--- src/design/procPkg.sv ---
// ==============================
// Processor package
// Widths, depths, opcode and ALU encodings, instruction fields
// ==============================
package procPkg;

   // Datapath and storage sizes
   localparam int DataWidth     = 16;
   localparam int RegAddrWidth  = 3;
   localparam int NumRegs       = 8;
   localparam int PcWidth       = 8;
   localparam int DmemDepth     = 256;
   localparam int DmemAddrWidth = $clog2(DmemDepth);

   // Instruction field positions
   localparam int OpMsb     = 15;
   localparam int OpLsb     = 11;
   localparam int RsMsb     = 10;
   localparam int RsLsb     = 8;
   localparam int RtMsb     = 7;
   localparam int RtLsb     = 5;
   localparam int RdMsb     = 4;
   localparam int RdLsb     = 2;
   localparam int AluOpMsb  = 1;
   localparam int AluOpLsb  = 0;
   localparam int Imm5Width = 5;
   localparam int Imm8Width = 8;

   // Opcodes, anything unlisted decodes as a NOP
   typedef enum logic [4:0] {
      OpHalt = 5'b00000,
      OpNop  = 5'b00001,
      OpAluR = 5'b11011,
      OpAddi = 5'b01000,
      OpLbi  = 5'b11000,
      OpLd   = 5'b10001,
      OpSt   = 5'b10000
   } opcodeT;

   // Register-register ALU function, low two bits of OpAluR
   typedef enum logic [1:0] {
      AluAdd = 2'b00,
      AluSub = 2'b01,
      AluXor = 2'b10,
      AluAnd = 2'b11
   } aluOpT;

   // Operand source for the execute stage
   typedef enum logic [1:0] {
      FwdNone = 2'b00,
      FwdMem  = 2'b01,
      FwdWb   = 2'b10
   } fwdSelT;

   // Filler fed into IF/ID after a HALT
   localparam logic [DataWidth-1:0] NopInstr = {OpNop, 11'd0};

endpackage

--- src/design/executeStage.sv ---
// ==============================
// Execute stage
// Forwarding muxes, ALU, EX/MEM register
// ==============================
`timescale 1ns/10ps

module executeStage (
   input  logic                             clk,
   input  logic                             reset,
   input  logic [procPkg::DataWidth-1:0]    exOperandA,
   input  logic [procPkg::DataWidth-1:0]    exOperandB,
   input  logic [procPkg::DataWidth-1:0]    exImm,
   input  procPkg::aluOpT                   exAluOp,
   input  logic                             exUseImm,
   input  logic                             exMemRead,
   input  logic                             exMemWrite,
   input  logic                             exRegWrite,
   input  logic [procPkg::RegAddrWidth-1:0] exDest,
   input  logic                             exHalt,
   input  procPkg::fwdSelT                  fwdA,
   input  procPkg::fwdSelT                  fwdB,
   input  logic [procPkg::DataWidth-1:0]    wbData,
   output logic [procPkg::DataWidth-1:0]    memResult,
   output logic [procPkg::DataWidth-1:0]    memStoreData,
   output logic                             memMemRead,
   output logic                             memMemWrite,
   output logic                             memRegWrite,
   output logic [procPkg::RegAddrWidth-1:0] memDest,
   output logic                             memHalt
);

   logic [procPkg::DataWidth-1:0] operandA;
   logic [procPkg::DataWidth-1:0] operandB;
   logic [procPkg::DataWidth-1:0] aluB;
   logic [procPkg::DataWidth-1:0] aluResult;

   function automatic logic [procPkg::DataWidth-1:0] fwdMux(
      input procPkg::fwdSelT               sel,
      input logic [procPkg::DataWidth-1:0] regValue,
      input logic [procPkg::DataWidth-1:0] memValue,
      input logic [procPkg::DataWidth-1:0] wbValue
   );
      case (sel)
         procPkg::FwdMem: return memValue;
         procPkg::FwdWb:  return wbValue;
         default:         return regValue;
      endcase
   endfunction

   assign operandA = fwdMux(fwdA, exOperandA, memResult, wbData);
   assign operandB = fwdMux(fwdB, exOperandB, memResult, wbData);
   assign aluB     = exUseImm ? exImm : operandB;

   always_comb begin
      case (exAluOp)
         procPkg::AluAdd: aluResult = operandA + aluB;
         procPkg::AluSub: aluResult = aluB - operandA;
         procPkg::AluXor: aluResult = operandA ^ aluB;
         default:         aluResult = operandA & aluB;
      endcase
   end

   always_ff @(posedge clk) begin
      if (reset) begin
         memMemRead  <= 1'b0;
         memMemWrite <= 1'b0;
         memRegWrite <= 1'b0;
         memHalt     <= 1'b0;
      end else begin
         memMemRead  <= exMemRead;
         memMemWrite <= exMemWrite;
         memRegWrite <= exRegWrite;
         memHalt     <= exHalt;
      end
   end

   // Store data is the forwarded rt, not the immediate
   always_ff @(posedge clk) begin
      memResult    <= aluResult;
      memStoreData <= operandB;
      memDest      <= exDest;
   end

endmodule

--- config.mk ---
export PLATFORM = sky130hd
export DESIGN_NAME = executeStage
export DESIGN_NICKNAME = d
export VERILOG_FILES = /design/src/design/procPkg.sv /design/src/design/executeStage.sv
export SDC_FILE = /design/constraint.sdc
export NUM_CORES = 1
export LEC_CHECK = 0
export BUFFER_PORTS_ARGS = -buffer_cell sky130_fd_sc_hd__buf_2
export CORE_ASPECT_RATIO = 0.5
export CORE_MARGIN = 3
export CORE_UTILIZATION = 54
export CTS_CLUSTER_SIZE = 24
export DETAILED_ROUTE_END_ITERATION = 7
export PLACE_DENSITY = 0.95
export SLEW_MARGIN = 40
export SYNTH_ARGS = -nofsm -noshare
export SYNTH_HDL_FRONTEND = slang
export SYNTH_SLANG_ARGS = --single-unit
export TNS_END_PERCENT = 100
--- constraint.sdc ---
create_clock -name clk -period 6.9 [get_ports clk]
set_input_delay 1.035 -clock clk [delete_from_list [all_inputs] [get_ports clk]]
set_output_delay 1.035 -clock clk [all_outputs]
set_load 0.005 [all_outputs]
==> key figures <==
Outcome
  – Outcome: completed

Synth
  – Seq cells post-synth: 39
  – Syn avg cell area: 8.36 um2
  – Top_reg_cell synth: dfxtp_1
  – Cell area after synthesis: 3250 um2
  – Gate Count Post-Synth: 389
  – Yosys warnings: 0
  – Register area share after synthesis: 0.240
  – Post-synth cell types: 50
  – Post-synth EDFFs: 0
  – Async SR Flop Fraction: 0
  – Synthesized Nets: 507

Cells and area
  – Fillers: 407
  – Nets: 608
  – Commonest cells after routing, fill and taps aside: buf_2, dfxtp_1, ha_1
  – Multi-input gate area: 2280 um2
  – N_diodes: 0
  – Share of cells above drive strength 1: 0.324
  – Fin cells: 564
  – Leading cell type in the layout, fill and taps excluded: buf_2
  – Fin util: 0.703
  – Area Growth Syn to Fin: 22.3%
  – Register area: 781 um2

Power
  – Sw Pwr: 0.000426 W
  – Logic pwr share: 0.464
  – VDD IR max: 138 uV
  – LEAKAGE: 1.91 nW
  – Sw frac: 0.389
  – Clock network fraction of design power: 0.242
  – Pwr Density: 276 nW/um2
  – Int Pwr: 0.000671 W
  – Flop pwr share: 0.294

Setup path
  – Crit Path Class: input pin to register
  – Crit path max-delay family: compound AO/OA/AOI/OAI gates
  – Setup crit start kind: input pin
  – CP Cell Sequence: buf_2 > inv_1 > ha_1 > inv_1 > o21ai_1 > ha_1 > nand2_1 > o21ai_0 > xor2_1 > ha_1 > a21oi_1 > o21ai_0 > or4_1 > o21ai_0 > o21ai_0 > xnor2_1 > o21ai_1
  – Worst stage delay on the critical path: 0.81 ns
  – Setup crit end kind: register
  – CP Data Arrival Time: 5.10 ns
  – Worst-path maximum fanout: 29
  – Slowest stage cell, crit path: ha_1
  – CP bufs+invs: 3
  – Worst EP required: 7.05 ns
  – Crit-path most repeated cell: o21ai_0

STA
  – RSZ-0062 raised after global routing: false
  – Max-slew violation count: 0
  – Clk_skew: 0.00587 ns
  – Fin crit period: 4.95 ns
  – Max-Slew Margin vs Limit: 0.460
  – Tightest Pin Transition: 0.810 ns
  – Highest clock rate: 0.202 GHz
  – Setup TNS: 0 ns
  – Final hold vios: 0
  – Final Setup Violations: 0
  – Fin crit share: 0.717

Global routing
  – Gr usage total: 0.289
  – Initial antenna violation count: 0
  – Number of global-route vias before repair: 3218
  – Largest net degree at the start of global routing: 35
  – First-pass GRT wire length: 15800 um
  – GRT overflow: 0

Drt
  – Number of DRC markers in iteration 0: 484
  – WL per Instance: 18.9 um
  – First-pass DRT Iterations: 7
  – DR DRC count: 0
  – Via count: 3494
  – Routed WL: 10600 um
  – DRT antenna net count: 0
  – Via-to-Cell Ratio: 6.20

Floorplanning
  – Chip Width: 116 um
  – Top-level I/O count: 119
  – Row count: 19
  – Die Height: 60.9 um
  – Core Area: 5660 um2
  – Starting Density: 0.575
  – Die area: 7050 um2

Clock tree
  – Clk sinks: 39
  – Deepest clock path buffer count: 2
  – Clock-pin slew on the worst setup and hold paths: 0.06 ns
  – Post-cts hold buffer count: 0
  – CTS tree: built
  – # H-tree levels: 2
  – # Post-CTS Setup Buffers: 0
  – CTS Buf Count: 5
  – Skew-Pair Late Insertion Delay: 0.28 ns
  – Post-CTS Resized: 0
  – CTS Root Cell: clkbuf_16

Flow run
  – Max-cap violation count: 0

Place
  – Cell count after placement: 556
  – Port buffer count: 118
  – Hpwl dp: 8030 um
  – GP Congestion: 1.06

Hold path
  – Min-delay worst type: register to register
==> per-stage QoR <==
stage          power, W  cell area (um2)  hold slack [ns]  setup slack, ns
2_1_floorplan  0.000641             3250            0.589             2.45
3_3_place_gp   0.000782             3800            0.634             2.00
3_5_place_dp   0.000802             3800            0.657             1.84
4_1_cts         0.00107             3970            0.670             2.06
5_1_grt         0.00116             3980            0.734             1.61
6_report        0.00110             3980            0.668             1.95
==> flip-flops by register name, summed over array words and instances (netlist names) <==
register      count
memHalt           1
memResult        16
memStoreData     16
memDest           3
memRegWrite       1
memMemRead        1
memMemWrite       1
==> synthesized netlist by cell type (all sizes together) (5+ instances only) <==
| library cell | n | area share |
|---|---|---|
| dfxtp | 39 | 0.24 |
| ha | 37 | 0.14 |
| inv | 18 | 0.021 |
| buf | 10 | 0.023 |
| xnor2 | 15 | 0.040 |
| a22oi | 22 | 0.051 |
| a221oi | 7 | 0.023 |
| clkbuf | 14 | 0.016 |
| nor2 | 20 | 0.023 |
| a21oi | 18 | 0.028 |
| o21a | 6 | 0.014 |
| mux2 | 21 | 0.073 |
| nand2b | 5 | 0.0096 |
| nor2b | 13 | 0.025 |
| nand2 | 35 | 0.040 |
| xor2 | 9 | 0.024 |
| o21ai | 46 | 0.071 |
| mux2i | 6 | 0.018 |
==> logic make-up (layout without fill, tap and decap cells) <==
logic type / count (synthesis) / after routing / share of synthesized area
compound gates: 129 / 129 / 0.259
simple gates: 90 / 90 / 0.136
buf+inv: 42 / 144 / 0.0604
flops: 39 / 39 / 0.240
fa+ha+maj: 38 / 38 / 0.149
mux: 27 / 27 / 0.0912
xor+xnor: 24 / 24 / 0.0646
==> power groups by stage <==
stage,Combinational (W),Clock (W),Sequential (W)
6_report,0.000509,0.000266,0.000322
5_1_grt,0.000556,0.000276,0.000324
4_1_cts,0.000493,0.000265,0.000316
3_5_place_dp,0.000483,0,0.000320
3_3_place_gp,0.000464,0,0.000318
2_1_floorplan,0.000327,0,0.000314
==> metal layers <==
layer / GRT usage / vias up / wire length (um)
li1: - / 1613 / -
met3: 0.132 / 67 / 1550
met4: 0.112 / 0 / 479
met2: 0.438 / 247 / 4380
met1: 0.365 / 1567 / 4230
met5: 0 / - / 0
==> tightest hold or removal path, cell delays in order (launching register included) <==
cell     delay, ns
dfxtp_1       0.33
a22oi_1       0.17
o21ai_0       0.11
==> cell type report <==
class / count / area share
clock buffers: 5 / 0.0315
clock inverters: 3 / 0.0110
inverters: 18 / 0.0170
multi-input cells: 308 / 0.573
flip-flops and latches: 39 / 0.196
well taps: 73 / 0.0230
repair buffers: 118 / 0.149
==> final timing paths <==
check             slack (ns)         start              end  depth (start not counted)
hold / removal          0.67  memResult[6]  memStoreData[6]                          2
hold reg to reg         0.67  memResult[6]  memStoreData[6]                          2
setup reg to reg        3.27  memResult[3]    memResult[15]                         13
setup / recovery        1.95       fwdA[0]    memResult[15]                         17
No activity file was read; power rests on OpenSTA's default activity.
