## config.mk

```make
export PLATFORM = sky130hd
export DESIGN_NAME = hazardUnit
export DESIGN_NICKNAME = d
export VERILOG_FILES = /design/src/design/procPkg.sv /design/src/design/hazardUnit.sv
export SDC_FILE = /design/constraint.sdc
export NUM_CORES = 1
export LEC_CHECK = 0
export ABC_AREA = 1
export BUFFER_PORTS_ARGS = -buffer_cell sky130_fd_sc_hd__buf_4
export CAP_MARGIN = 30
export CORE_AREA = 4 4 41 43
export DETAILED_ROUTE_END_ITERATION = 16
export DIE_AREA = 0 0 45 47
export PLACE_DENSITY = 0.59
export SLEW_MARGIN = 20
export SYNTH_ARGS = -nofsm -noshare
export SYNTH_HDL_FRONTEND = slang
export SYNTH_SLANG_ARGS = --single-unit
export TNS_END_PERCENT = 1
```

## constraint.sdc

```tcl
create_clock -name vclk -period 0.8
set_input_delay 0.08 -clock vclk [all_inputs]
set_output_delay 0.08 -clock vclk [all_outputs]
set_load 0.01 [all_outputs]
```

## src/design/procPkg.sv

```systemverilog
// ==============================
// Processor package
// Widths, depths, opcode and ALU encodings, instruction fields
// ==============================
package procPkg;

   // Datapath and storage sizes
   localparam int DataWidth     = 16;
   localparam int RegAddrWidth  = 3;
   localparam int NumRegs       = 8;
   localparam int PcWidth       = 8;
   localparam int DmemDepth     = 256;
   localparam int DmemAddrWidth = $clog2(DmemDepth);

   // Instruction field positions
   localparam int OpMsb     = 15;
   localparam int OpLsb     = 11;
   localparam int RsMsb     = 10;
   localparam int RsLsb     = 8;
   localparam int RtMsb     = 7;
   localparam int RtLsb     = 5;
   localparam int RdMsb     = 4;
   localparam int RdLsb     = 2;
   localparam int AluOpMsb  = 1;
   localparam int AluOpLsb  = 0;
   localparam int Imm5Width = 5;
   localparam int Imm8Width = 8;

   // Opcodes, anything unlisted decodes as a NOP
   typedef enum logic [4:0] {
      OpHalt = 5'b00000,
      OpNop  = 5'b00001,
      OpAluR = 5'b11011,
      OpAddi = 5'b01000,
      OpLbi  = 5'b11000,
      OpLd   = 5'b10001,
      OpSt   = 5'b10000
   } opcodeT;

   // Register-register ALU function, low two bits of OpAluR
   typedef enum logic [1:0] {
      AluAdd = 2'b00,
      AluSub = 2'b01,
      AluXor = 2'b10,
      AluAnd = 2'b11
   } aluOpT;

   // Operand source for the execute stage
   typedef enum logic [1:0] {
      FwdNone = 2'b00,
      FwdMem  = 2'b01,
      FwdWb   = 2'b10
   } fwdSelT;

   // Filler fed into IF/ID after a HALT
   localparam logic [DataWidth-1:0] NopInstr = {OpNop, 11'd0};

endpackage

```

## src/design/hazardUnit.sv

```systemverilog
// ==============================
// Hazard unit
// Load-use stall and forwarding selects
// ==============================
`timescale 1ns/10ps

module hazardUnit (
   input  logic [procPkg::RegAddrWidth-1:0] srcA,
   input  logic [procPkg::RegAddrWidth-1:0] srcB,
   input  logic                             usesA,
   input  logic                             usesB,
   input  logic [procPkg::RegAddrWidth-1:0] exSrcA,
   input  logic [procPkg::RegAddrWidth-1:0] exSrcB,
   input  logic                             exUsesA,
   input  logic                             exMemRead,
   input  logic [procPkg::RegAddrWidth-1:0] exDest,
   input  logic                             memRegWrite,
   input  logic [procPkg::RegAddrWidth-1:0] memDest,
   input  logic                             wbRegWrite,
   input  logic [procPkg::RegAddrWidth-1:0] wbDest,
   output logic                             stall,
   output procPkg::fwdSelT                  fwdA,
   output procPkg::fwdSelT                  fwdB
);

   // Youngest producer wins
   function automatic procPkg::fwdSelT pickSource(
      input logic                             used,
      input logic [procPkg::RegAddrWidth-1:0] src,
      input logic                             memWr,
      input logic [procPkg::RegAddrWidth-1:0] memRd,
      input logic                             wbWr,
      input logic [procPkg::RegAddrWidth-1:0] wbRd
   );
      if (used && memWr && memRd == src) begin
         return procPkg::FwdMem;
      end else if (used && wbWr && wbRd == src) begin
         return procPkg::FwdWb;
      end
      return procPkg::FwdNone;
   endfunction

   // Load result is not ready until MEM/WB, hold the consumer one cycle
   assign stall = exMemRead && ((usesA && srcA == exDest) || (usesB && srcB == exDest));

   assign fwdA = pickSource(exUsesA, exSrcA, memRegWrite, memDest, wbRegWrite, wbDest);
   assign fwdB = pickSource(1'b1, exSrcB, memRegWrite, memDest, wbRegWrite, wbDest);

endmodule

```

==> impl_metrics.ini, run 1 <==
[yosys]
yosysWarnings = 0
synth.top_cell.area_share_pct = 35.3
synthTopCellsByArea = nand2_1 35%, inv_1 15%, nor2_1 8.8%
synth_area_leader_cell = nand2_1
synth-seq-area-share_pct = 0
syn_area_um2 = 340
synth_area_per_cell_um2 = 4.60
netlist_instances = 74
yosysUniqueCellTypes = 17
synth_fp_nets = 101

[floorplan]
die_x_um = 45
ios = 32
core-area_um2 = 1300
start_util_pct = 26.2
dieArea_um2 = 2120
die-height_um = 47
rows = 13

[sta]
final-max-slew-violation-count = 0
tightest_slew_ns = 0.165
fmax_mhz = 1220
hold_violations = 0
rsz0062_at_grt = yes
fin_crit_ns = 0.819
worst_slack_ns = -0.0187
setup_violations = 2
hold_slack_ns = 0.476
max_slew_margin_pct = 88.9
finalCritPeriodShare_pct = 102

[worst_setup_path]
crit_end = fwdA[1]
path_max_fanout = 3
cp.required_ns = 0.72
startpoint = memDest[2]
endpoint_kind = output pin
path_class = in2out
cp.arrival_ns = 0.74
cp-start-kind = primary input

[global_routing]
grt.overflow.total = 0
grt_start_max_net_pins = 4
antenna_found_initial = 0
track_usage_pct = 11.7
grt_pass1_wl_um = 1930
grt_pass1_vias = 528

[layout]
layout_commonest_cell = buf_4
nets = 135
seq_area_um2 = 0
drive_gt1_share_pct = 66.0
diodes = 0
num-clock-buffers = 0
seq_cells = 0
layout_common_cells = 20 x buf_4, 19 x nand2_1, 13 x nand2_2
syn_to_final_growth_pct = 123

[placed_design]
dp_hpwl_um = 952
port_buffers = 32
pre_cts_ws_ns = -0.0886
place.gp.congestion = 0.704

[routing]
viasPerCell = 4.40
post_drt_wl_per_cell_um = 9.36
routed-via-count = 533
route.detailed.drc = 0
wl_um = 1130
first_pass_iters = 4
ant_nets = 0
drt_iter0_markers = 3

[pwr]
p_per_area_nw_per_um2 = 489
power_leakage_nw = 0.406
max-vdd-ir-drop_mv = 0.232

[status]
outcome = finished with violations
violations = negative setup slack

[flow_run]
max-cap-violations = 0

[clock_tree]
cts_setup_buffers = 0

[worst_hold_path]
min_path_type = in2out
[through the flow]
step | instances | instance area [um^2] | setup TNS, ns | total power [W] | util, %
final | 121 | 758 | -0.0321 | 0.000371 | 58.3
after global routing | 121 | 758 | -0.184 | 0.000409 | 58.3
after CTS | 121 | 686 | -0.102 | 0.000328 | 52.7
after detailed placement | 121 | 599 | -0.224 | 0.000276 | 46.1
after global placement | 121 | 599 | -0.164 | 0.000274 | 46.1
after floorplan | 74 | 340 | 0 | 0.000120 | -
[report_power, final]
| group | internal, W | switching (W) | leakage (nW) | total (W) |
|---|---|---|---|---|
| combinational | 0.000207 | 0.000163 | 0.406 | 0.000371 |
| clock | 0 | 0 | 0 | 0 |
| sequential | 0 | 0 | 0 | 0 |
| total | 0.000207 | 0.000163 | 0.406 | 0.000371 |
[per-layer routing]
layer | vias to the layer above | global-route usage, % | wire length (um)
li1 | 284 | - | -
met2 | 24 | 25.1 | 589
met5 | - | 0 | 0
met4 | 0 | 0 | 0
met3 | 0 | 0.766 | 130
met1 | 225 | 12.9 | 412
[worst max-delay path, stage by stage]
cell	delay, ns
buf_8	0.10
or2_0	0.22
nand3_2	0.08
nor2_4	0.04
nor2_2	0.09
buf_4	0.12
[cell type report]
cell class | count | area [um^2]
fill | 136 | 543
multi-input combinational | 58 | 365
timing repair buffer | 32 | 304
inverter | 16 | 70.1
tap | 15 | 18.8
[Yosys cell counts (all sizes together)]
| cell | instances |
|---|---|
| nand4 | 1 |
| nor3 | 2 |
| nor2 | 10 |
| a21boi | 1 |
| a21oi | 3 |
| nand2 | 32 |
| o21ai | 2 |
| xnor2 | 3 |
| inv | 16 |
| nand3 | 2 |
| xor2 | 1 |
| or2 | 1 |
[how the worst min path moves through the flow]
| stage | end | depth (start not counted) | slack, ns | from |
|---|---|---|---|---|
| after floorplan | stall | 2 | 0.25 | exMemRead |
| after global placement | stall | 4 | 0.48 | exMemRead |
| after detailed placement | stall | 4 | 0.48 | exMemRead |
| after CTS | stall | 4 | 0.48 | exMemRead |
| after global routing | stall | 4 | 0.49 | exMemRead |
| final | stall | 4 | 0.48 | exMemRead |
[repair_timing]
item,4_1_cts,5_1_grt
hold buffers,0,0
pin swaps,14,16
endpoints found under the setup margin,5,5
resized for setup,30,25
[cell families (layout without fill, tap and decap cells)]
kind of cell / count (synthesis) / in the layout / share of synthesized area (%)
buffers and inverters: 16 / 48 / 17.6
and+or+nand+nor: 48 / 48 / 60.3
AOI/OAI and AO/OA: 6 / 6 / 11.8
xor gates and xnor gates: 4 / 4 / 10.3
Note: power is estimated with default switching activity, not from simulation.
==> run 2: changes to the inputs <==
RECOVER_POWER = 100   (was not set)
clock period = 1.05 ns   (was 0.8 ns; I/O delays follow)
==> impl_metrics.ini, run 2 (synthesis gave the netlist of run 1 again) <==
[status]
outcome = finished, final reports clean

[layout]
seq_area_um2 = 0
fill_cells = 159
multi_input_area_um2 = 278
finish.utilization_pct = 45.0
seq_cells = 0
diodes = 0
final_area_um2 = 586
num-clock-buffers = 0
layout_common_cells = 32 x nand2_1, 29 x buf_4, 14 x inv_1
nets = 135
syn_to_final_growth_pct = 72.1
layout_commonest_cell = nand2_1
drive_gt1_share_pct = 34.0

[routing]
maxUsedRoutingLayer = met3
routed-via-count = 514
met3_length_um = 147
viasPerCell = 4.25
route.detailed.drc = 0
drt_iter0_markers = 6
dr_wl_met2_um = 468
wl_um = 990
first_pass_iters = 4
post_drt_wl_per_cell_um = 8.18
drt-met1-wl_um = 374
ant_nets = 0

[sta]
fmax_mhz = 1080
fin_crit_ns = 0.926
finalCritPeriodShare_pct = 88.2
rsz0062_at_grt = no
tns_ns = 0
tightest_slew_ns = 0.199
setup_violations = 0
hold_violations = 0
max_slew_margin_pct = 86.6
hold_slack_ns = 0.511
final-max-slew-violation-count = 0

[clock_tree]
ctsHoldBuffers = 0
cts_setup_buffers = 0
ctsResizeCount = 0

[placed_design]
dp_hpwl_um = 925
place_area_um2 = 599
place.gp.congestion = 0.704
port_buffers = 32

[global_routing]
grt_pass1_vias = 468
antenna_found_initial = 0
track_usage_pct = 9.76
grt_pass1_wl_um = 1640
grt_start_max_net_pins = 4
grt.overflow.total = 0

[worst_setup_path]
cp.arrival_ns = 0.82
endpoint_kind = output pin
path_class = in2out
startpoint = exSrcA[2]
cp-start-kind = primary input
cp.required_ns = 0.94
critPathMaxStageDelay_ns = 0.16
cp_cell_sequence = buf_4 -> inv_1 -> or2_0 -> nand3_2 -> nor2_1 -> nor2_2 -> clkbuf_1
path_max_fanout = 3
crit_slowest_cell = nor2_1

[flow_run]
max-cap-violations = 0

[pwr]
max-vdd-ir-drop_mv = 0.135
total_power_w = 0.000202
power_leakage_nw = 0.359
p_per_area_nw_per_um2 = 345

[worst_hold_path]
hold_start = exMemRead
min_path_type = in2out

[floorplan]
start_util_pct = 26.2
dieArea_um2 = 2120
ios = 32
core-area_um2 = 1300
die-height_um = 47
die_x_um = 45
rows = 13
## run 2: cell types whose count changed in the layout (fill, tap and decap cells not counted), moves of 3 or more
cell | before | now
nand2_1 | 19 | 32
nand2_2 | 13 | 0
buf_4 | 20 | 29
inv_1 | 6 | 14
buf_6 | 7 | 0
buf_8 | 5 | 0
inv_2 | 6 | 2
inv_4 | 4 | 0
clkbuf_1 | 0 | 3
nor2_1 | 6 | 9
## run 2: report_power, final
group	switching [W]	internal, W
clock	0	0
combinational	0.0000902	0.000112
sequential	0	0
## run 2: worst max-delay path: cells and delay by family
| family | cells | cell delay (ns) |
|---|---|---|
| and+or+nand+nor | 4 | 0.41 |
| buffers and inverters | 3 | 0.31 |
## run 2: final timing paths
kind | cells past startpoint | to | slack (ns)
setup / recovery | 7 | fwdA[1] | 0.12
hold / removal | 4 | stall | 0.51
## run 2: metrics by stage
step | setup WS (ns) | std cells
floorplan | 0.310 | 74
global placement | 0.134 | 121
detailed placement | 0.111 | 121
CTS | 0.110 | 121
global route | 0.0337 | 121
finish | 0.124 | 121
## run 2: per-layer routing
layer / GRT usage [%] / vias to the layer above
li1: - / 282
met1: 11.0 / 208
met2: 20.6 / 24
met3: 0.766 / 0
met4: 0 / 0
met5: 0 / -
## run 2: area by class of cell
cell class	count	share of cell area, %
multi-input cells	58	47.4
repair buffers	32	39.1
inverters	16	10.3
well taps	15	3.21
