`config.mk`:
```
export PLATFORM = sky130hd
export DESIGN_NAME = decodeStage
export DESIGN_NICKNAME = d
export VERILOG_FILES = /design/src/design/procPkg.sv /design/src/design/decodeStage.sv /design/src/design/registerFile.sv
export SDC_FILE = /design/constraint.sdc
export NUM_CORES = 1
export LEC_CHECK = 0
export BUFFER_PORTS_ARGS = -buffer_cell sky130_fd_sc_hd__clkbuf_2
export CAP_MARGIN = 20
export CORE_MARGIN = 2
export CORE_UTILIZATION = 60
export CTS_BUF_LIST = sky130_fd_sc_hd__clkbuf_4
export CTS_CLUSTER_SIZE = 24
export DETAILED_ROUTE_END_ITERATION = 12
export PLACE_DENSITY = 0.82
export SETUP_SLACK_MARGIN = 0.3
export SKIP_LAST_GASP = 1
export SYNTH_ARGS = -nofsm -noshare
export SYNTH_HDL_FRONTEND = slang
export SYNTH_SLANG_ARGS = --single-unit
```
`constraint.sdc`:
```
create_clock -name clk -period 3.4 [get_ports clk]
set_input_delay 0.34 -clock clk [delete_from_list [all_inputs] [get_ports clk]]
set_output_delay 0.34 -clock clk [all_outputs]
set_load 0.02 [all_outputs]
```
`src/design/procPkg.sv`:
```
// ==============================
// Processor package
// Widths, depths, opcode and ALU encodings, instruction fields
// ==============================
package procPkg;

   // Datapath and storage sizes
   localparam int DataWidth     = 16;
   localparam int RegAddrWidth  = 3;
   localparam int NumRegs       = 8;
   localparam int PcWidth       = 8;
   localparam int DmemDepth     = 256;
   localparam int DmemAddrWidth = $clog2(DmemDepth);

   // Instruction field positions
   localparam int OpMsb     = 15;
   localparam int OpLsb     = 11;
   localparam int RsMsb     = 10;
   localparam int RsLsb     = 8;
   localparam int RtMsb     = 7;
   localparam int RtLsb     = 5;
   localparam int RdMsb     = 4;
   localparam int RdLsb     = 2;
   localparam int AluOpMsb  = 1;
   localparam int AluOpLsb  = 0;
   localparam int Imm5Width = 5;
   localparam int Imm8Width = 8;

   // Opcodes, anything unlisted decodes as a NOP
   typedef enum logic [4:0] {
      OpHalt = 5'b00000,
      OpNop  = 5'b00001,
      OpAluR = 5'b11011,
      OpAddi = 5'b01000,
      OpLbi  = 5'b11000,
      OpLd   = 5'b10001,
      OpSt   = 5'b10000
   } opcodeT;

   // Register-register ALU function, low two bits of OpAluR
   typedef enum logic [1:0] {
      AluAdd = 2'b00,
      AluSub = 2'b01,
      AluXor = 2'b10,
      AluAnd = 2'b11
   } aluOpT;

   // Operand source for the execute stage
   typedef enum logic [1:0] {
      FwdNone = 2'b00,
      FwdMem  = 2'b01,
      FwdWb   = 2'b10
   } fwdSelT;

   // Filler fed into IF/ID after a HALT
   localparam logic [DataWidth-1:0] NopInstr = {OpNop, 11'd0};

endpackage

```
`src/design/decodeStage.sv`:
```
// ==============================
// Decode stage
// Control decode, register reads, ID/EX register
// ==============================
`timescale 1ns/10ps

module decodeStage (
   input  logic                             clk,
   input  logic                             reset,
   input  logic [procPkg::DataWidth-1:0]    ifInstr,
   input  logic                             ifValid,
   input  logic                             stall,
   input  logic                             wrEn,
   input  logic [procPkg::RegAddrWidth-1:0] wrAddr,
   input  logic [procPkg::DataWidth-1:0]    wrData,
   output logic [procPkg::RegAddrWidth-1:0] srcA,
   output logic [procPkg::RegAddrWidth-1:0] srcB,
   output logic                             usesA,
   output logic                             usesB,
   output logic [procPkg::DataWidth-1:0]    exOperandA,
   output logic [procPkg::DataWidth-1:0]    exOperandB,
   output logic [procPkg::DataWidth-1:0]    exImm,
   output procPkg::aluOpT                   exAluOp,
   output logic                             exUseImm,
   output logic                             exMemRead,
   output logic                             exMemWrite,
   output logic                             exRegWrite,
   output logic [procPkg::RegAddrWidth-1:0] exDest,
   output logic                             exHalt,
   output logic [procPkg::RegAddrWidth-1:0] exSrcA,
   output logic [procPkg::RegAddrWidth-1:0] exSrcB,
   output logic                             exUsesA
);

   procPkg::opcodeT                   opcode;
   procPkg::aluOpT                    aluOp;
   logic [procPkg::DataWidth-1:0]     rdDataA;
   logic [procPkg::DataWidth-1:0]     rdDataB;
   logic [procPkg::DataWidth-1:0]     imm5;
   logic [procPkg::DataWidth-1:0]     imm8;
   logic [procPkg::DataWidth-1:0]     imm;
   logic [procPkg::RegAddrWidth-1:0]  dest;
   logic                              useImm;
   logic                              memRead;
   logic                              memWrite;
   logic                              regWrite;
   logic                              halt;

   registerFile i_registerFile (
      .clk     (clk),
      .reset   (reset),
      .rdAddrA (srcA),
      .rdAddrB (srcB),
      .rdDataA (rdDataA),
      .rdDataB (rdDataB),
      .wrEn    (wrEn),
      .wrAddr  (wrAddr),
      .wrData  (wrData)
   );

   assign opcode = procPkg::opcodeT'(ifInstr[procPkg::OpMsb:procPkg::OpLsb]);
   assign srcA   = ifInstr[procPkg::RsMsb:procPkg::RsLsb];
   assign srcB   = ifInstr[procPkg::RtMsb:procPkg::RtLsb];
   assign imm5   = {{(procPkg::DataWidth - procPkg::Imm5Width){ifInstr[procPkg::Imm5Width-1]}},
                    ifInstr[procPkg::Imm5Width-1:0]};
   assign imm8   = {{(procPkg::DataWidth - procPkg::Imm8Width){ifInstr[procPkg::Imm8Width-1]}},
                    ifInstr[procPkg::Imm8Width-1:0]};

   always_comb begin
      usesA    = 1'b0;
      usesB    = 1'b0;
      useImm   = 1'b1;
      memRead  = 1'b0;
      memWrite = 1'b0;
      regWrite = 1'b0;
      halt     = 1'b0;
      aluOp    = procPkg::AluAdd;
      imm      = imm5;
      dest     = srcB;
      if (ifValid) begin
         case (opcode)
            procPkg::OpAluR: begin
               usesA    = 1'b1;
               usesB    = 1'b1;
               useImm   = 1'b0;
               regWrite = 1'b1;
               aluOp    = procPkg::aluOpT'(ifInstr[procPkg::AluOpMsb:procPkg::AluOpLsb]);
               dest     = ifInstr[procPkg::RdMsb:procPkg::RdLsb];
            end
            procPkg::OpAddi: begin
               usesA    = 1'b1;
               regWrite = 1'b1;
            end
            procPkg::OpLd: begin
               usesA    = 1'b1;
               memRead  = 1'b1;
               regWrite = 1'b1;
            end
            procPkg::OpSt: begin
               usesA    = 1'b1;
               usesB    = 1'b1;
               memWrite = 1'b1;
            end
            // Zero plus imm8 into rs
            procPkg::OpLbi: begin
               regWrite = 1'b1;
               imm      = imm8;
               dest     = srcA;
            end
            procPkg::OpHalt: halt = 1'b1;
            default: ;
         endcase
      end
   end

   // ID/EX control, a stall loads a bubble
   always_ff @(posedge clk) begin
      if (reset || stall) begin
         exMemRead  <= 1'b0;
         exMemWrite <= 1'b0;
         exRegWrite <= 1'b0;
         exHalt     <= 1'b0;
         exUsesA    <= 1'b0;
      end else begin
         exMemRead  <= memRead;
         exMemWrite <= memWrite;
         exRegWrite <= regWrite;
         exHalt     <= halt;
         exUsesA    <= usesA;
      end
   end

   always_ff @(posedge clk) begin
      exOperandA <= usesA ? rdDataA : '0;
      exOperandB <= rdDataB;
      exImm      <= imm;
      exAluOp    <= aluOp;
      exUseImm   <= useImm;
      exDest     <= dest;
      exSrcA     <= srcA;
      exSrcB     <= srcB;
   end

endmodule

```
`src/design/registerFile.sv`:
```
// ==============================
// Register file
// Eight registers, two reads, one write with bypass
// ==============================
`timescale 1ns/10ps

module registerFile (
   input  logic                             clk,
   input  logic                             reset,
   input  logic [procPkg::RegAddrWidth-1:0] rdAddrA,
   input  logic [procPkg::RegAddrWidth-1:0] rdAddrB,
   output logic [procPkg::DataWidth-1:0]    rdDataA,
   output logic [procPkg::DataWidth-1:0]    rdDataB,
   input  logic                             wrEn,
   input  logic [procPkg::RegAddrWidth-1:0] wrAddr,
   input  logic [procPkg::DataWidth-1:0]    wrData
);

   logic [procPkg::DataWidth-1:0] regs [procPkg::NumRegs];

   always_ff @(posedge clk) begin
      if (reset) begin
         for (int i = 0; i < procPkg::NumRegs; i++) begin
            regs[i] <= '0;
         end
      end else if (wrEn) begin
         regs[wrAddr] <= wrData;
      end
   end

   // Same-cycle write is visible to the reader
   assign rdDataA = (wrEn && wrAddr == rdAddrA) ? wrData : regs[rdAddrA];
   assign rdDataB = (wrEn && wrAddr == rdAddrB) ? wrData : regs[rdAddrB];

endmodule

```
==> impl_metrics.ini <==
[sta]
clock_skew_ns = 0.0180
maxSlewViolCount = 0
hold_viol = 0
setup_viol = 0
fin_crit_ns = 2.10
rsz0062_at_grt = false
fin_tns_setup_ns = 0
whs_ns = 0.0824
fin_ws_ns = 1.30
finalCritPeriodShare_pct = 61.8
slew_headroom_pct = 40.1
max_freq_mhz = 476
worst_pin_slew_ns = 0.899

[die]
die_area_sq_um = 15500
chipWidth_um = 125
num_io_pins = 113
start_util_pct = 60.7
core_sq_um = 14400
rows = 44
die-height_um = 125

[place]
gp_congestion = 0.899
preCtsSetupSlack_ns = 1.03
dpl_cell_area_sq_um = 9320
io_buffer_count = 112
dp.cells = 903
place_hpwl_um = 14800

[setup_path]
start_kind = input port
startpoint = ifInstr[12]
arrival_ns = 1.76
cp-endpoint = usesA
worstPathMaxFanout = 9
crit_required_ns = 3.06
setup.reg_to_reg.worst_slack_ns = 1.92
r2r_start = i_registerFile.regs[1][15]
reg2reg_to = exOperandA[15]
rr_worst_depth = 3
critical_path.endpoint_type = output pin
path_class = in2out

[yosys]
ys_ff_latch = 185
synth_nets = 686
yosysMostFrequentCell = and2_1
synth_area_leaders = edfxtp_1, dfxtp_1, mux4_2
netlist_instances = 646
ys_types = 39
syn_area_sq_um = 8730
synth-async-reset-ratio_pct = 0
synth_commonest_cells = and2_1, edfxtp_1, dfxtp_1
synth_top_cell_area_share_pct = 44.0
synth_edf_count = 128
syn_avg_cell_area_sq_um = 13.5
synth_top_cell_by_area = edfxtp_1
yosys_warnings = 0
synth_ff_type = edfxtp_1
ys_seq_area_share_pct = 57.1

[clocking]
hold_buffers = 7
numCtsBuffers = 17
clockBufferDepth = 2
clock-root-buffer = clkbuf_4
insertion_delay_ns = 0.59
clk_pin_slew_ns = 0.14
cts.sinks = 185
ctsResizeCount = 0
postCtsSetupRepairBufs = 0
cts.htree.levels = 4
cts_tree = done

[detailed_routing]
drtAntennaViolNets = 0
vias_per_cell = 6.28
dr.pass1.iters = 5
wl_per_cell_um = 23.5
vias = 5917
drt_iter0_drc = 852
drc_errors = 0
finalWirelength_um = 22100

[global_route]
grtUsageTotal_pct = 29.4
antenna_found_initial = 0
grt_pass1_wl_um = 33900
grt_max_degree = 37
first_global_vias = 5970
overflow = 0

[power]
power.leakage_nw = 3.73
power_density_nw_per_um2 = 462
p_int_mw = 3.26
seq_power_share_pct = 58.7
clockPowerShare_pct = 27.3
total_power_mw = 4.47
switchingPower_mw = 1.22
p_sw_share_pct = 27.2
p_comb_share_pct = 14.0
irDropWorstVdd_mv = 0.278

[finish]
final_util_pct = 67.3
finalNonFillerCells = 942
drive_gt1_share_pct = 30.2
diodes = 0
final_area_sq_um = 9670
fin_nets = 785
area_growth_pct = 10.9

[hold_path]
hp-class = in2reg

[job]
drv_cap = 0

[run_status]
status = complete, no violations
[final cells by class]
class | count | area [sq um]
inverters | 2 | 7.51
multi-input cells | 401 | 3380
clock buffers | 18 | 135
well taps | 184 | 230
flip-flops and latches | 185 | 4980
repair buffers | 138 | 786
fillers | 1002 | 4690
clock inverters | 14 | 148
[cell families after synthesis]
logic type / count (synthesis) / synth area share [%]
compound gates: 54 / 4.29
simple gates: 257 / 17.2
mux: 83 / 16.6
flops: 185 / 57.1
xor+xnor: 7 / 0.703
buf+inv: 60 / 4.11
[layer usage]
| layer | GRT usage [%] | part of all wire (%) | vias to the layer above |
|---|---|---|---|
| li1 | - | - | 2565 |
| met1 | 39.1 | 36 | 2907 |
| met2 | 47.0 | 50 | 403 |
| met3 | 8.51 | 12 | 42 |
| met4 | 9.78 | 2.4 | 0 |
| met5 | 0 | 0 | - |
[placed cells by master (no fill, tap or decap), types with 2 or more instances in the layout]
cell type	instances
and2_1	130
edfxtp_1	128
clkbuf_2	112
dfxtp_1	57
mux4_2	49
nor2_1	43
mux2i_1	31
nand2b_1	20
nand2_1	20
clkbuf_4	18
buf_4	18
a31oi_1	17
o22ai_1	15
a211oi_1	15
nor3_1	11
nor3_2	9
xnor2_1	7
dlygate4sd3_1	7
or2_1	6
or2_2	4
a22o_1	3
a21o_1	3
clkinv_2	3
clkinv_4	3
nand4_1	2
mux2_2	2
and4_1	2
nor3b_1	2
inv_6	2
bufinv_16	2
[worst min path at each step]
stage,from,end,slack [ns],cells after the start
floorplan,ifInstr[0],exImm[0],0.37,0
global placement,ifInstr[0],exImm[0],0.45,1
detailed placement,ifInstr[1],exImm[1],0.46,1
CTS,ifInstr[15],exHalt,0.02,3
global route,ifInstr[15],exHalt,0.03,3
finish,ifInstr[15],exHalt,0.08,3
[power groups by stage]
| stage | clock (mW) | combinational [mW] | sequential, mW |
|---|---|---|---|
| 3_3_place_gp | 0 | 0.601 | 2.66 |
| 3_5_place_dp | 0 | 0.612 | 2.67 |
| 2_1_floorplan | 0 | 0.363 | 2.70 |
| 5_1_grt | 1.33 | 0.660 | 2.64 |
| 4_1_cts | 1.24 | 0.620 | 2.62 |
| 6_report | 1.22 | 0.626 | 2.63 |
[critical path, stage by stage]
cell,delay (ns)
clkbuf_2,0.16
nor3b_1,0.40
nor3_1,0.11
or2_1,0.47
inv_2,0.11
clkbuf_2,0.17
[flip-flops by register name, indices dropped and copies added, names as in the netlist, 2 cells and up]
name                 flops
exAluOp                  2
exDest                   3
exImm                    8
exOperandA              16
exOperandB              16
exSrcA                   3
exSrcB                   3
i_registerFile.regs    128
Power figures use the tool's default switching activity.
