## src/design/procPkg.sv

```systemverilog
// ==============================
// Processor package
// Widths, depths, opcode and ALU encodings, instruction fields
// ==============================
package procPkg;

   // Datapath and storage sizes
   localparam int DataWidth     = 16;
   localparam int RegAddrWidth  = 3;
   localparam int NumRegs       = 8;
   localparam int PcWidth       = 8;
   localparam int DmemDepth     = 256;
   localparam int DmemAddrWidth = $clog2(DmemDepth);

   // Instruction field positions
   localparam int OpMsb     = 15;
   localparam int OpLsb     = 11;
   localparam int RsMsb     = 10;
   localparam int RsLsb     = 8;
   localparam int RtMsb     = 7;
   localparam int RtLsb     = 5;
   localparam int RdMsb     = 4;
   localparam int RdLsb     = 2;
   localparam int AluOpMsb  = 1;
   localparam int AluOpLsb  = 0;
   localparam int Imm5Width = 5;
   localparam int Imm8Width = 8;

   // Opcodes, anything unlisted decodes as a NOP
   typedef enum logic [4:0] {
      OpHalt = 5'b00000,
      OpNop  = 5'b00001,
      OpAluR = 5'b11011,
      OpAddi = 5'b01000,
      OpLbi  = 5'b11000,
      OpLd   = 5'b10001,
      OpSt   = 5'b10000
   } opcodeT;

   // Register-register ALU function, low two bits of OpAluR
   typedef enum logic [1:0] {
      AluAdd = 2'b00,
      AluSub = 2'b01,
      AluXor = 2'b10,
      AluAnd = 2'b11
   } aluOpT;

   // Operand source for the execute stage
   typedef enum logic [1:0] {
      FwdNone = 2'b00,
      FwdMem  = 2'b01,
      FwdWb   = 2'b10
   } fwdSelT;

   // Filler fed into IF/ID after a HALT
   localparam logic [DataWidth-1:0] NopInstr = {OpNop, 11'd0};

endpackage

```

## src/design/fetchStage.sv

```systemverilog
// ==============================
// Fetch stage
// PC, halt freeze and IF/ID register
// ==============================
`timescale 1ns/10ps

module fetchStage (
   input  logic                          clk,
   input  logic                          reset,
   input  logic                          stall,
   output logic [procPkg::PcWidth-1:0]   imemAddr,
   input  logic [procPkg::DataWidth-1:0] imemData,
   output logic [procPkg::DataWidth-1:0] ifInstr,
   output logic                          ifValid
);

   logic [procPkg::PcWidth-1:0] pc;
   logic                        haltSeen;
   logic                        fetchHalt;

   assign imemAddr  = pc;
   assign fetchHalt = imemData[procPkg::OpMsb:procPkg::OpLsb] == procPkg::OpHalt;

   always_ff @(posedge clk) begin
      if (reset) begin
         pc       <= '0;
         haltSeen <= 1'b0;
         ifValid  <= 1'b0;
      end else if (!stall) begin
         ifValid <= !haltSeen;
         if (!haltSeen) begin
            // PC stays on the HALT once it is taken
            if (fetchHalt) begin
               haltSeen <= 1'b1;
            end else begin
               pc <= pc + procPkg::PcWidth'(1);
            end
         end
      end
   end

   always_ff @(posedge clk) begin
      if (!stall) begin
         ifInstr <= haltSeen ? procPkg::NopInstr : imemData;
      end
   end

endmodule

```

## config.mk

```make
export PLATFORM = sky130hd
export DESIGN_NAME = fetchStage
export DESIGN_NICKNAME = d
export VERILOG_FILES = /design/src/design/procPkg.sv /design/src/design/fetchStage.sv
export SDC_FILE = /design/constraint.sdc
export NUM_CORES = 1
export LEC_CHECK = 0
export BUFFER_PORTS_ARGS = -buffer_cell sky130_fd_sc_hd__buf_4
export CAP_MARGIN = 20
export CORE_MARGIN = 1.5
export CORE_UTILIZATION = 30
export DETAILED_ROUTE_END_ITERATION = 12
export SKIP_CTS_REPAIR_TIMING = 1
export SYNTH_ARGS = -nofsm -noshare
export SYNTH_HDL_FRONTEND = slang
export SYNTH_SLANG_ARGS = --single-unit
export TNS_END_PERCENT = 100
```

## constraint.sdc

```tcl
create_clock -name clk -period 1.8 [get_ports clk]
set_input_delay 0 -clock clk [delete_from_list [all_inputs] [get_ports clk]]
set_output_delay 0 -clock clk [all_outputs]
set_load 0.005 [all_outputs]
```

==> results.py, run 1 <==
metrics = {
    "outcome": {
        "status": "complete, but fails checks",
        "violations": "negative hold slack",
    },
    "clocking": {
        "clock_latency_ps": 300,
        "cts_buffers": 3,
        "htree_num_levels": 1,
        "clock_sinks": 26,
        "cts_tree": "done",
        "cts_root_buffer": "clkbuf_4",
        "cts_buffer_depth": 2,
        "path_clk_slew_ps": 130,
    },
    "detailed_routing": {
        "dr.pass1.iters": 4,
        "vias": 815,
        "wl_met2_um": 941,
        "routed-wl-met3_um": 184,
        "vias_per_cell": 4.34,
        "drc": 0,
        "wl_um": 2150,
        "route.layer.met1.wl_um": 1020,
        "ant_nets": 0,
        "top_layer": "met3",
        "wl_per_cell_um": 11.4,
        "drt_iter0_markers": 10,
    },
    "setup_path": {
        "crit_type": "input port to flip-flop",
        "endpoint_kind": "flip-flop",
        "max_stage_delay_ps": 680,
        "cp-start-kind": "input port",
        "reg2reg_setup_slack_ps": 380,
        "r2r-end": "imemAddr[7]",
        "cp_max_fo": 6,
        "r2r-start": "haltSeen",
        "worstPathCellList": "dlygate4sd3_1 -> buf_4 -> or4_1 -> o21ai_2 -> mux2i_1 -> nor2_1",
        "critPathRequiredTime_ps": 2020,
        "reg2regPathDepth": 4,
        "cp.arrival_ps": 1840,
        "cpMaxStageDelayCell": "or4_1",
    },
    "run": {
        "cap_violations": 0,
    },
    "global_route": {
        "antenna_found_initial": 0,
        "grt_pass1_wl_um": 3590,
        "grt_max_degree": 19,
        "grt_overflow": 0,
        "grt_pass1_vias": 786,
        "track_usage": 0.112,
    },
    "finish": {
        "post-route-util": 0.481,
        "antenna_cells": 0,
        "final_cells": 188,
        "fin_area_um2": 1630,
        "layout.nets": 163,
        "drive_above_1_share": 0.444,
        "syn_to_final_growth_pct": 51.2,
    },
    "placement": {
        "dpl.cell_count": 169,
        "place_congestion": 0.724,
        "io_buffers": 43,
        "place_area_um2": 1450,
        "dp_hpwl_um": 1530,
    },
    "min_path": {
        "hp-class": "input port to flip-flop",
        "hp-start": "imemData[2]",
        "min_to": "ifInstr[2]",
        "whs_path_depth": 2,
    },
    "pwr": {
        "ir_worst_vdd_uv": 218,
        "p_leak_nw": 0.675,
        "p_per_area_nw_per_um2": 652,
    },
    "yosys": {
        "ys_top_cells_by_count": "edfxtp_1 (16), dfxtp_1 (10), nor2_1 (8), nor2b_1 (8), and2b_2 (7)",
        "yosys.cell_types.count": 26,
        "synth_most_common_cell": "edfxtp_1",
        "ys.flop_type": "edfxtp_1",
        "synth_edf_count": 16,
        "ys_warn_count": 0,
        "yosysTopAreaCell": "edfxtp_1",
        "syn_avg_cell_area_um2": 13.1,
        "synthCells": 82,
        "syn-num-nets": 102,
        "ys_async_sr_fraction": 0,
        "ys_seq_elements": 26,
        "synth_area_um2": 1080,
        "yosys-top-cells-area": "edfxtp_1 (45%), dfxtp_1 (19%), and2b_2 (5.7%), nor2b_1 (4.6%), xor2_1 (3.3%)",
        "seq_area_frac_synth": 0.632,
        "yosysTopAreaCellShare": 0.446,
    },
    "floorplan": {
        "die-area_um2": 3960,
        "fp.dieW_um": 62.9,
        "start_util": 0.318,
        "core_area_um2": 3390,
        "rows": 21,
        "ios": 44,
        "dieHeight_um": 62.9,
    },
    "timing": {
        "whs_ps": -15.3,
        "tightestPinTransition_ps": 610,
        "finClkSkew_ps": 0.946,
        "max_freq_ghz": 0.616,
        "period_share": 0.901,
        "setup_viol": 0,
        "setup_tns_ps": 0,
        "slew_headroom": 0.593,
        "layout_min_cycle_time_ps": 1620,
        "hold_viol_final": 1,
        "final_max_slew_viol_count": 0,
        "rsz0062_at_grt": "no",
    },
}
## worst max-delay path, delay by kind of cell
kind / cells / cell delay, ps
and+or+nand+nor: 2 / 730
muxes: 1 / 200
AOI/OAI and AO/OA: 1 / 230
buffers and inverters: 2 / 670
## power by group
part | internal [mW] | switching [mW]
registers | 0.663 | 0.0153
logic | 0.0968 | 0.0522
clock network | 0.0809 | 0.155
## layout by cell type (no fill, tap or decap), drive strengths merged
| cell type | Yosys | final |
|---|---|---|
| a21oi | 5 | 5 |
| and2 | 1 | 1 |
| and2b | 7 | 7 |
| and4bb | 1 | 1 |
| buf | 2 | 44 |
| clkbuf | 1 | 3 |
| clkinv | 0 | 1 |
| dfxtp | 10 | 10 |
| dlygate4sd3 | 0 | 15 |
| edfxtp | 16 | 16 |
| ha | 1 | 1 |
| inv | 1 | 1 |
| mux2i | 1 | 1 |
| nand2 | 1 | 1 |
| nand4 | 1 | 1 |
| nor2 | 9 | 9 |
| nor2b | 8 | 8 |
| o2111ai | 1 | 1 |
| o211ai | 2 | 2 |
| o21ai | 4 | 4 |
| o31ai | 1 | 1 |
| or2 | 1 | 1 |
| or3 | 2 | 2 |
| or4 | 2 | 2 |
| xor2 | 4 | 4 |
## final cells by class
class,instances,area [um^2]
tap,46,57.6
clock inverter,1,3.75
multi-input combinational,52,380
inverter,1,3.75
sequential,26,681
fill,306,1760
timing repair buffer,59,480
clock buffer,3,22.5
## state kept, by name, indices dropped and copies added (netlist names)
| signal | cells |
|---|---|
| imemAddr | 8 |
| haltSeen | 1 |
| ifInstr | 16 |
| ifValid | 1 |
## layer usage
metal  vias to the layer above  GRT usage
li1                        413          -
met1                       370      0.145
met2                        32      0.182
met3                         0     0.0360
met4                         0     0.0250
met5                         -          0
## logic make-up (layout without fill, tap and decap cells)
group,after synthesis,after routing,share of synthesized area
AND/OR/NAND/NOR,33,33,0.216
flip-flops,26,26,0.632
AO/OA/AOI/OAI,13,13,0.0836
XOR/XNOR,4,4,0.0325
buffers and inverters,4,64,0.0151
adder cells (fa/ha/maj),1,1,0.0116
multiplexers,1,1,0.00929
## through the flow
stage	power (mW)	setup slack [ps]	hold slack (ps)
6_report	1.06	178	-15.3
5_1_grt	1.13	105	3.98
4_1_cts	1.06	378	-92.9
3_5_place_dp	0.816	416	255
3_3_place_gp	0.814	429	255
2_1_floorplan	0.734	443	141
## worst max-delay path by stage
stage	from	slack [ps]	cells after the start	end
2_1_floorplan	haltSeen	440	4	imemAddr[7]
5_1_grt	imemData[12]	110	6	imemAddr[4]
4_1_cts	haltSeen	380	4	imemAddr[7]
3_3_place_gp	imemData[12]	430	5	imemAddr[2]
3_5_place_dp	imemData[12]	420	5	imemAddr[1]
6_report	imemData[12]	180	6	imemAddr[1]
Note: power is estimated with default switching activity, not from simulation.
==> run 2, diff against run 1 <==
--- a/config.mk
+++ b/config.mk
@@ -7,9 +7,10 @@
 export LEC_CHECK = 0
 export BUFFER_PORTS_ARGS = -buffer_cell sky130_fd_sc_hd__buf_4
 export CAP_MARGIN = 20
-export CORE_MARGIN = 1.5
+export CORE_MARGIN = 2
 export CORE_UTILIZATION = 30
 export DETAILED_ROUTE_END_ITERATION = 12
+export PLACE_DENSITY = 0.52
 export SKIP_CTS_REPAIR_TIMING = 1
 export SYNTH_ARGS = -nofsm -noshare
 export SYNTH_HDL_FRONTEND = slang
==> run 2 against run 1 <==
The run still ends with negative hold slack left. Global-route usage shrank 0.30 points. Sequential power is essentially flat. Clock power is essentially flat. Critical path depth is the same. Wire length grew 2.5%. Largest power group unchanged. Sequential share of layout area shrank 0.16 points. Non-clock buffer count grew 1. Die area grew 3.2%. Highest routed layer is now met4.
==> results.py, run 2 (same netlist as run 1, synthesis figures left out) <==
metrics = {
    "timing": {
        "setup_viol": 0,
        "max_freq_ghz": 0.624,
        "layout_min_cycle_time_ps": 1600,
        "whs_ps": -15.2,
        "finClkSkew_ps": 4.49,
        "hold_viol_final": 1,
        "tightestPinTransition_ps": 643,
        "slew_headroom": 0.571,
        "setup_tns_ps": 0,
        "rsz0062_at_grt": "no",
        "period_share": 0.890,
        "final_max_slew_viol_count": 0,
    },
    "setup_path": {
        "critPathRequiredTime_ps": 2010,
        "endpoint_kind": "flip-flop",
        "worstPathCellList": "dlygate4sd3_1 -> buf_4 -> or4_1 -> o21ai_2 -> mux2i_1 -> nor2_1",
        "r2r-start": "haltSeen",
        "crit_type": "input port to flip-flop",
        "max_stage_delay_ps": 670,
        "critPathLaunch": "imemData[12]",
        "critPathTopFamily": "simple AND/OR/NAND/NOR gates",
        "cp-start-kind": "input port",
        "cp.arrival_ps": 1820,
        "cp_max_fo": 6,
        "critPathBufInv": 2,
        "cpMaxStageDelayCell": "or4_1",
    },
    "global_route": {
        "grt-busiest-layer": "met2",
        "track_usage": 0.109,
        "grt_use_met1": 0.137,
        "grt_pass1_vias": 767,
        "use_met2": 0.180,
        "grt_pass1_wl_um": 3510,
        "grt_overflow": 0,
        "grt_use_met3": 0.0335,
        "antenna_found_initial": 0,
        "grt_max_degree": 19,
    },
    "placement": {
        "dp_hpwl_um": 1560,
        "place_area_um2": 1450,
        "io_buffers": 43,
        "dpl.cell_count": 169,
        "place_congestion": 0.718,
    },
    "outcome": {
        "status": "complete, but fails checks",
        "violations": "negative hold slack",
    },
    "detailed_routing": {
        "drt_iter0_markers": 9,
        "dr.pass1.iters": 4,
        "vias_per_cell": 4.33,
        "drc": 0,
        "vias": 814,
        "ant_nets": 0,
        "wl_per_cell_um": 11.7,
        "wl_um": 2200,
    },
    "finish": {
        "antenna_cells": 0,
        "largest_reg_flops": 16,
        "drive_above_1_share": 0.444,
        "largest-register": "ifInstr",
        "final_common_cell": "buf_4",
        "layout.nets": 164,
        "fin_area_um2": 1640,
        "final_cells": 188,
        "final_cell_mix": "buf_4 (44), dlygate4sd3_1 (16), edfxtp_1 (16)",
        "fillCellCount": 303,
        "syn_to_final_growth_pct": 51.8,
    },
    "clocking": {
        "cts_buffers": 3,
        "htree_num_levels": 1,
        "clock_latency_ps": 300,
        "path_clk_slew_ps": 130,
        "clock_sinks": 26,
        "cts_tree": "done",
        "cts_root_buffer": "clkbuf_4",
        "cts_buffer_depth": 2,
    },
    "min_path": {
        "hp-start": "imemData[3]",
        "hp-class": "input port to flip-flop",
    },
    "floorplan": {
        "start_util": 0.318,
        "fp.dieW_um": 63.9,
        "ios": 44,
        "die-area_um2": 4090,
        "rows": 21,
        "dieHeight_um": 63.9,
        "core_area_um2": 3390,
    },
    "pwr": {
        "ir_worst_vdd_uv": 269,
        "p_leak_nw": 0.678,
        "p_per_area_nw_per_um2": 651,
    },
    "run": {
        "cap_violations": 0,
    },
}
[run 2: cell count changes in the layout (fill, tap and decap cells not counted), sizes merged]
cell,before,now
clkinv,1,0
dlygate4sd3,15,16
[run 2: worst reg2reg max path: cells and delay by family, from the launching register on]
| kind | cells | cell delay, ps |
|---|---|---|
| AO/OA/AOI/OAI | 1 | 160 |
| flip-flops | 1 | 360 |
| AND/OR/NAND/NOR | 3 | 840 |
[run 2: cell type report]
type / count / area [um^2] / area share
Clock buffer: 3 / 22.5 / 0.0138
Inverter: 1 / 3.75 / 0.00230
Multi-Input combinational cell: 52 / 380 / 0.233
Sequential cell: 26 / 681 / 0.416
Tap cell: 46 / 57.6 / 0.0352
Timing Repair Buffer: 60 / 490 / 0.300
[run 2: final timing paths]
path                            slack (ps)  depth (start not counted)          end
worst max-delay path                   200                          6  imemAddr[1]
worst min-delay path                   -20                          2   ifInstr[3]
worst max register to register         390                          4  imemAddr[7]
worst min register to register         520                          2      ifValid
[run 2: where the power goes]
group	internal [mW]	switching [mW]	total (mW)
Sequential	0.663	0.0147	0.677
Clock	0.0780	0.157	0.235
Combinational	0.0983	0.0536	0.152
[run 2: through the flow]
stage | util | hold slack [ps] | power [mW] | worst slack [ps]
global route | 0.482 | 7.80 | 1.12 | 114
floorplan | - | 141 | 0.734 | 443
detailed placement | 0.429 | 264 | 0.817 | 396
finish | 0.482 | -15.2 | 1.06 | 198
CTS | 0.435 | -82.2 | 1.05 | 374
global placement | 0.429 | 262 | 0.815 | 424
[run 2: per-layer routing]
layer | share of wire | vias up
li1 | - | 411
met1 | 0.46 | 371
met2 | 0.47 | 30
met3 | 0.060 | 2
met4 | 0.0050 | 0
met5 | 0 | -
==> run 3, diff against run 2 <==
--- a/config.mk
+++ b/config.mk
@@ -9,6 +9,7 @@
 export CAP_MARGIN = 20
 export CORE_MARGIN = 2
 export CORE_UTILIZATION = 30
+export CTS_BUF_LIST = sky130_fd_sc_hd__clkbuf_16
 export DETAILED_ROUTE_END_ITERATION = 12
 export PLACE_DENSITY = 0.52
 export SKIP_CTS_REPAIR_TIMING = 1
==> run 3 against run 2 <==
The flow still finishes with violations (negative hold slack). Non-clock buffer count fell by 16. Sequential power barely moved. Sequential share of layout area rose by 2.9 points. Via count fell by 6.4%. First-iteration DRC count rose by 11%. Final area fell by 6.6%. Register-to-register slack barely moved.
==> results.py, run 3 (same netlist as run 1, synthesis figures left out) <==
metrics = {
    "timing": {
        "period_share": 0.775,
        "max_freq_ghz": 0.717,
        "whs_ps": -3.55,
        "slew_headroom": 0.571,
        "final_max_slew_viol_count": 0,
        "layout_min_cycle_time_ps": 1400,
        "hold_viol_final": 6,
        "finClkSkew_ps": 2.00,
        "rsz0062_at_grt": "no",
        "setup_viol": 0,
        "tightestPinTransition_ps": 642,
        "setup_tns_ps": 0,
        "setup_ws_ps": 405,
    },
    "global_route": {
        "grt_max_degree": 19,
        "grt_pass1_wl_um": 3510,
        "grt_overflow": 0,
        "antenna_found_initial": 0,
        "track_usage": 0.109,
        "grt_pass1_vias": 768,
    },
    "detailed_routing": {
        "top_layer": "met3",
        "routed-wl-met3_um": 202,
        "wl_per_cell_um": 11.9,
        "wl_met2_um": 958,
        "drc": 0,
        "drt_iter0_markers": 10,
        "dr.pass1.iters": 3,
        "route.layer.met1.wl_um": 887,
        "vias_per_cell": 4.43,
        "ant_nets": 0,
        "wl_um": 2050,
        "vias": 762,
    },
    "finish": {
        "regArea_um2": 681,
        "multiInputGateArea_um2": 380,
        "largest_reg_flops": 16,
        "largest-register": "ifInstr",
        "final_common_cell": "buf_4",
        "post-route-util": 0.451,
        "antenna_cells": 0,
        "layout.nets": 148,
        "final_cell_mix": "buf_4 (44), edfxtp_1 (16), dfxtp_1 (10)",
        "drive_above_1_share": 0.500,
        "syn_to_final_growth_pct": 41.8,
        "fin_area_um2": 1530,
        "final_cells": 172,
        "fillCellCount": 311,
    },
    "pwr": {
        "p_sw_frac": 0.188,
        "p_seq_frac": 0.533,
        "ir_worst_vdd_uv": 277,
        "p_per_area_nw_per_um2": 832,
        "power.share.clock": 0.370,
        "p_leak_nw": 0.634,
        "pwr-share-comb": 0.097,
        "finalPower_mw": 1.27,
        "p_int_mw": 1.03,
        "power.switching_mw": 0.239,
    },
    "clocking": {
        "cts_buffers": 3,
        "clock_sinks": 26,
        "clock_latency_ps": 250,
        "cts_tree": "done",
        "path_clk_slew_ps": 60,
        "cts_root_buffer": "clkbuf_16",
        "cts_buffer_depth": 2,
        "htree_num_levels": 1,
    },
    "setup_path": {
        "endpoint_kind": "flip-flop",
        "cpMaxStageDelayCell": "or4_1",
        "critPathRequiredTime_ps": 1980,
        "max_stage_delay_ps": 520,
        "crit_path_end": "imemAddr[7]",
        "worstPathCellList": "nor2_4 -> nand4_4 -> or4_1 -> a21oi_1",
        "crit_type": "flip-flop to flip-flop",
        "reg2reg_setup_slack_ps": 400,
        "cp.arrival_ps": 1580,
        "critPathLaunch": "haltSeen",
        "r2r-start": "haltSeen",
        "reg2regPathDepth": 4,
        "cp-start-kind": "flip-flop",
        "r2r-end": "imemAddr[7]",
        "cp_max_fo": 6,
    },
    "floorplan": {
        "start_util": 0.318,
        "ios": 44,
        "core_area_um2": 3390,
        "fp.dieW_um": 63.9,
        "die-area_um2": 4090,
        "rows": 21,
        "dieHeight_um": 63.9,
    },
    "placement": {
        "pre_cts_ws_ps": 396,
        "dp_hpwl_um": 1560,
        "place_area_um2": 1450,
        "io_buffers": 43,
        "place_congestion": 0.718,
        "dpl.cell_count": 169,
    },
    "run": {
        "cap_violations": 0,
    },
    "min_path": {
        "hp-class": "input port to flip-flop",
    },
    "outcome": {
        "violations": "negative hold slack",
        "status": "complete, but fails checks",
    },
}
==> run 3: how the worst min path moves through the flow <==
stage               startpoint  slack, ps  depth (start not counted)           to
CTS                      reset         -5                          2  imemAddr[6]
global placement         reset        260                          2  imemAddr[7]
global route             reset          2                          2  imemAddr[6]
detailed placement       reset        260                          2      ifValid
finish                   reset         -4                          2  imemAddr[1]
floorplan                stall        140                          2      ifValid
==> run 3: cell type report <==
| type | instances | area share |
|---|---|---|
| clock buffers | 3 | 0.0491 |
| well taps | 46 | 0.0377 |
| inverters | 1 | 0.00246 |
| repair buffers | 44 | 0.216 |
| flip-flops and latches | 26 | 0.446 |
| multi-input cells | 52 | 0.249 |
==> run 3: layer usage <==
layer,global-route usage,vias up
met1,0.135,351
li1,-,381
met4,0.0245,0
met2,0.181,30
met5,0,-
met3,0.0387,0
==> run 3: power by group through the flow <==
stage                     logic (mW)  registers (mW)  clock network, mW
after CTS                      0.126           0.678              0.488
after detailed placement       0.126           0.691                  0
final                          0.124           0.678              0.470
after global placement         0.124           0.691                  0
after global routing           0.138           0.681              0.508
after floorplan               0.0413           0.693                  0
==> run 3: critical path: cells and delay by family, from the launching register on <==
kind            cells  cell delay, ps
flops               1             330
simple gates        3             840
compound gates      1             160
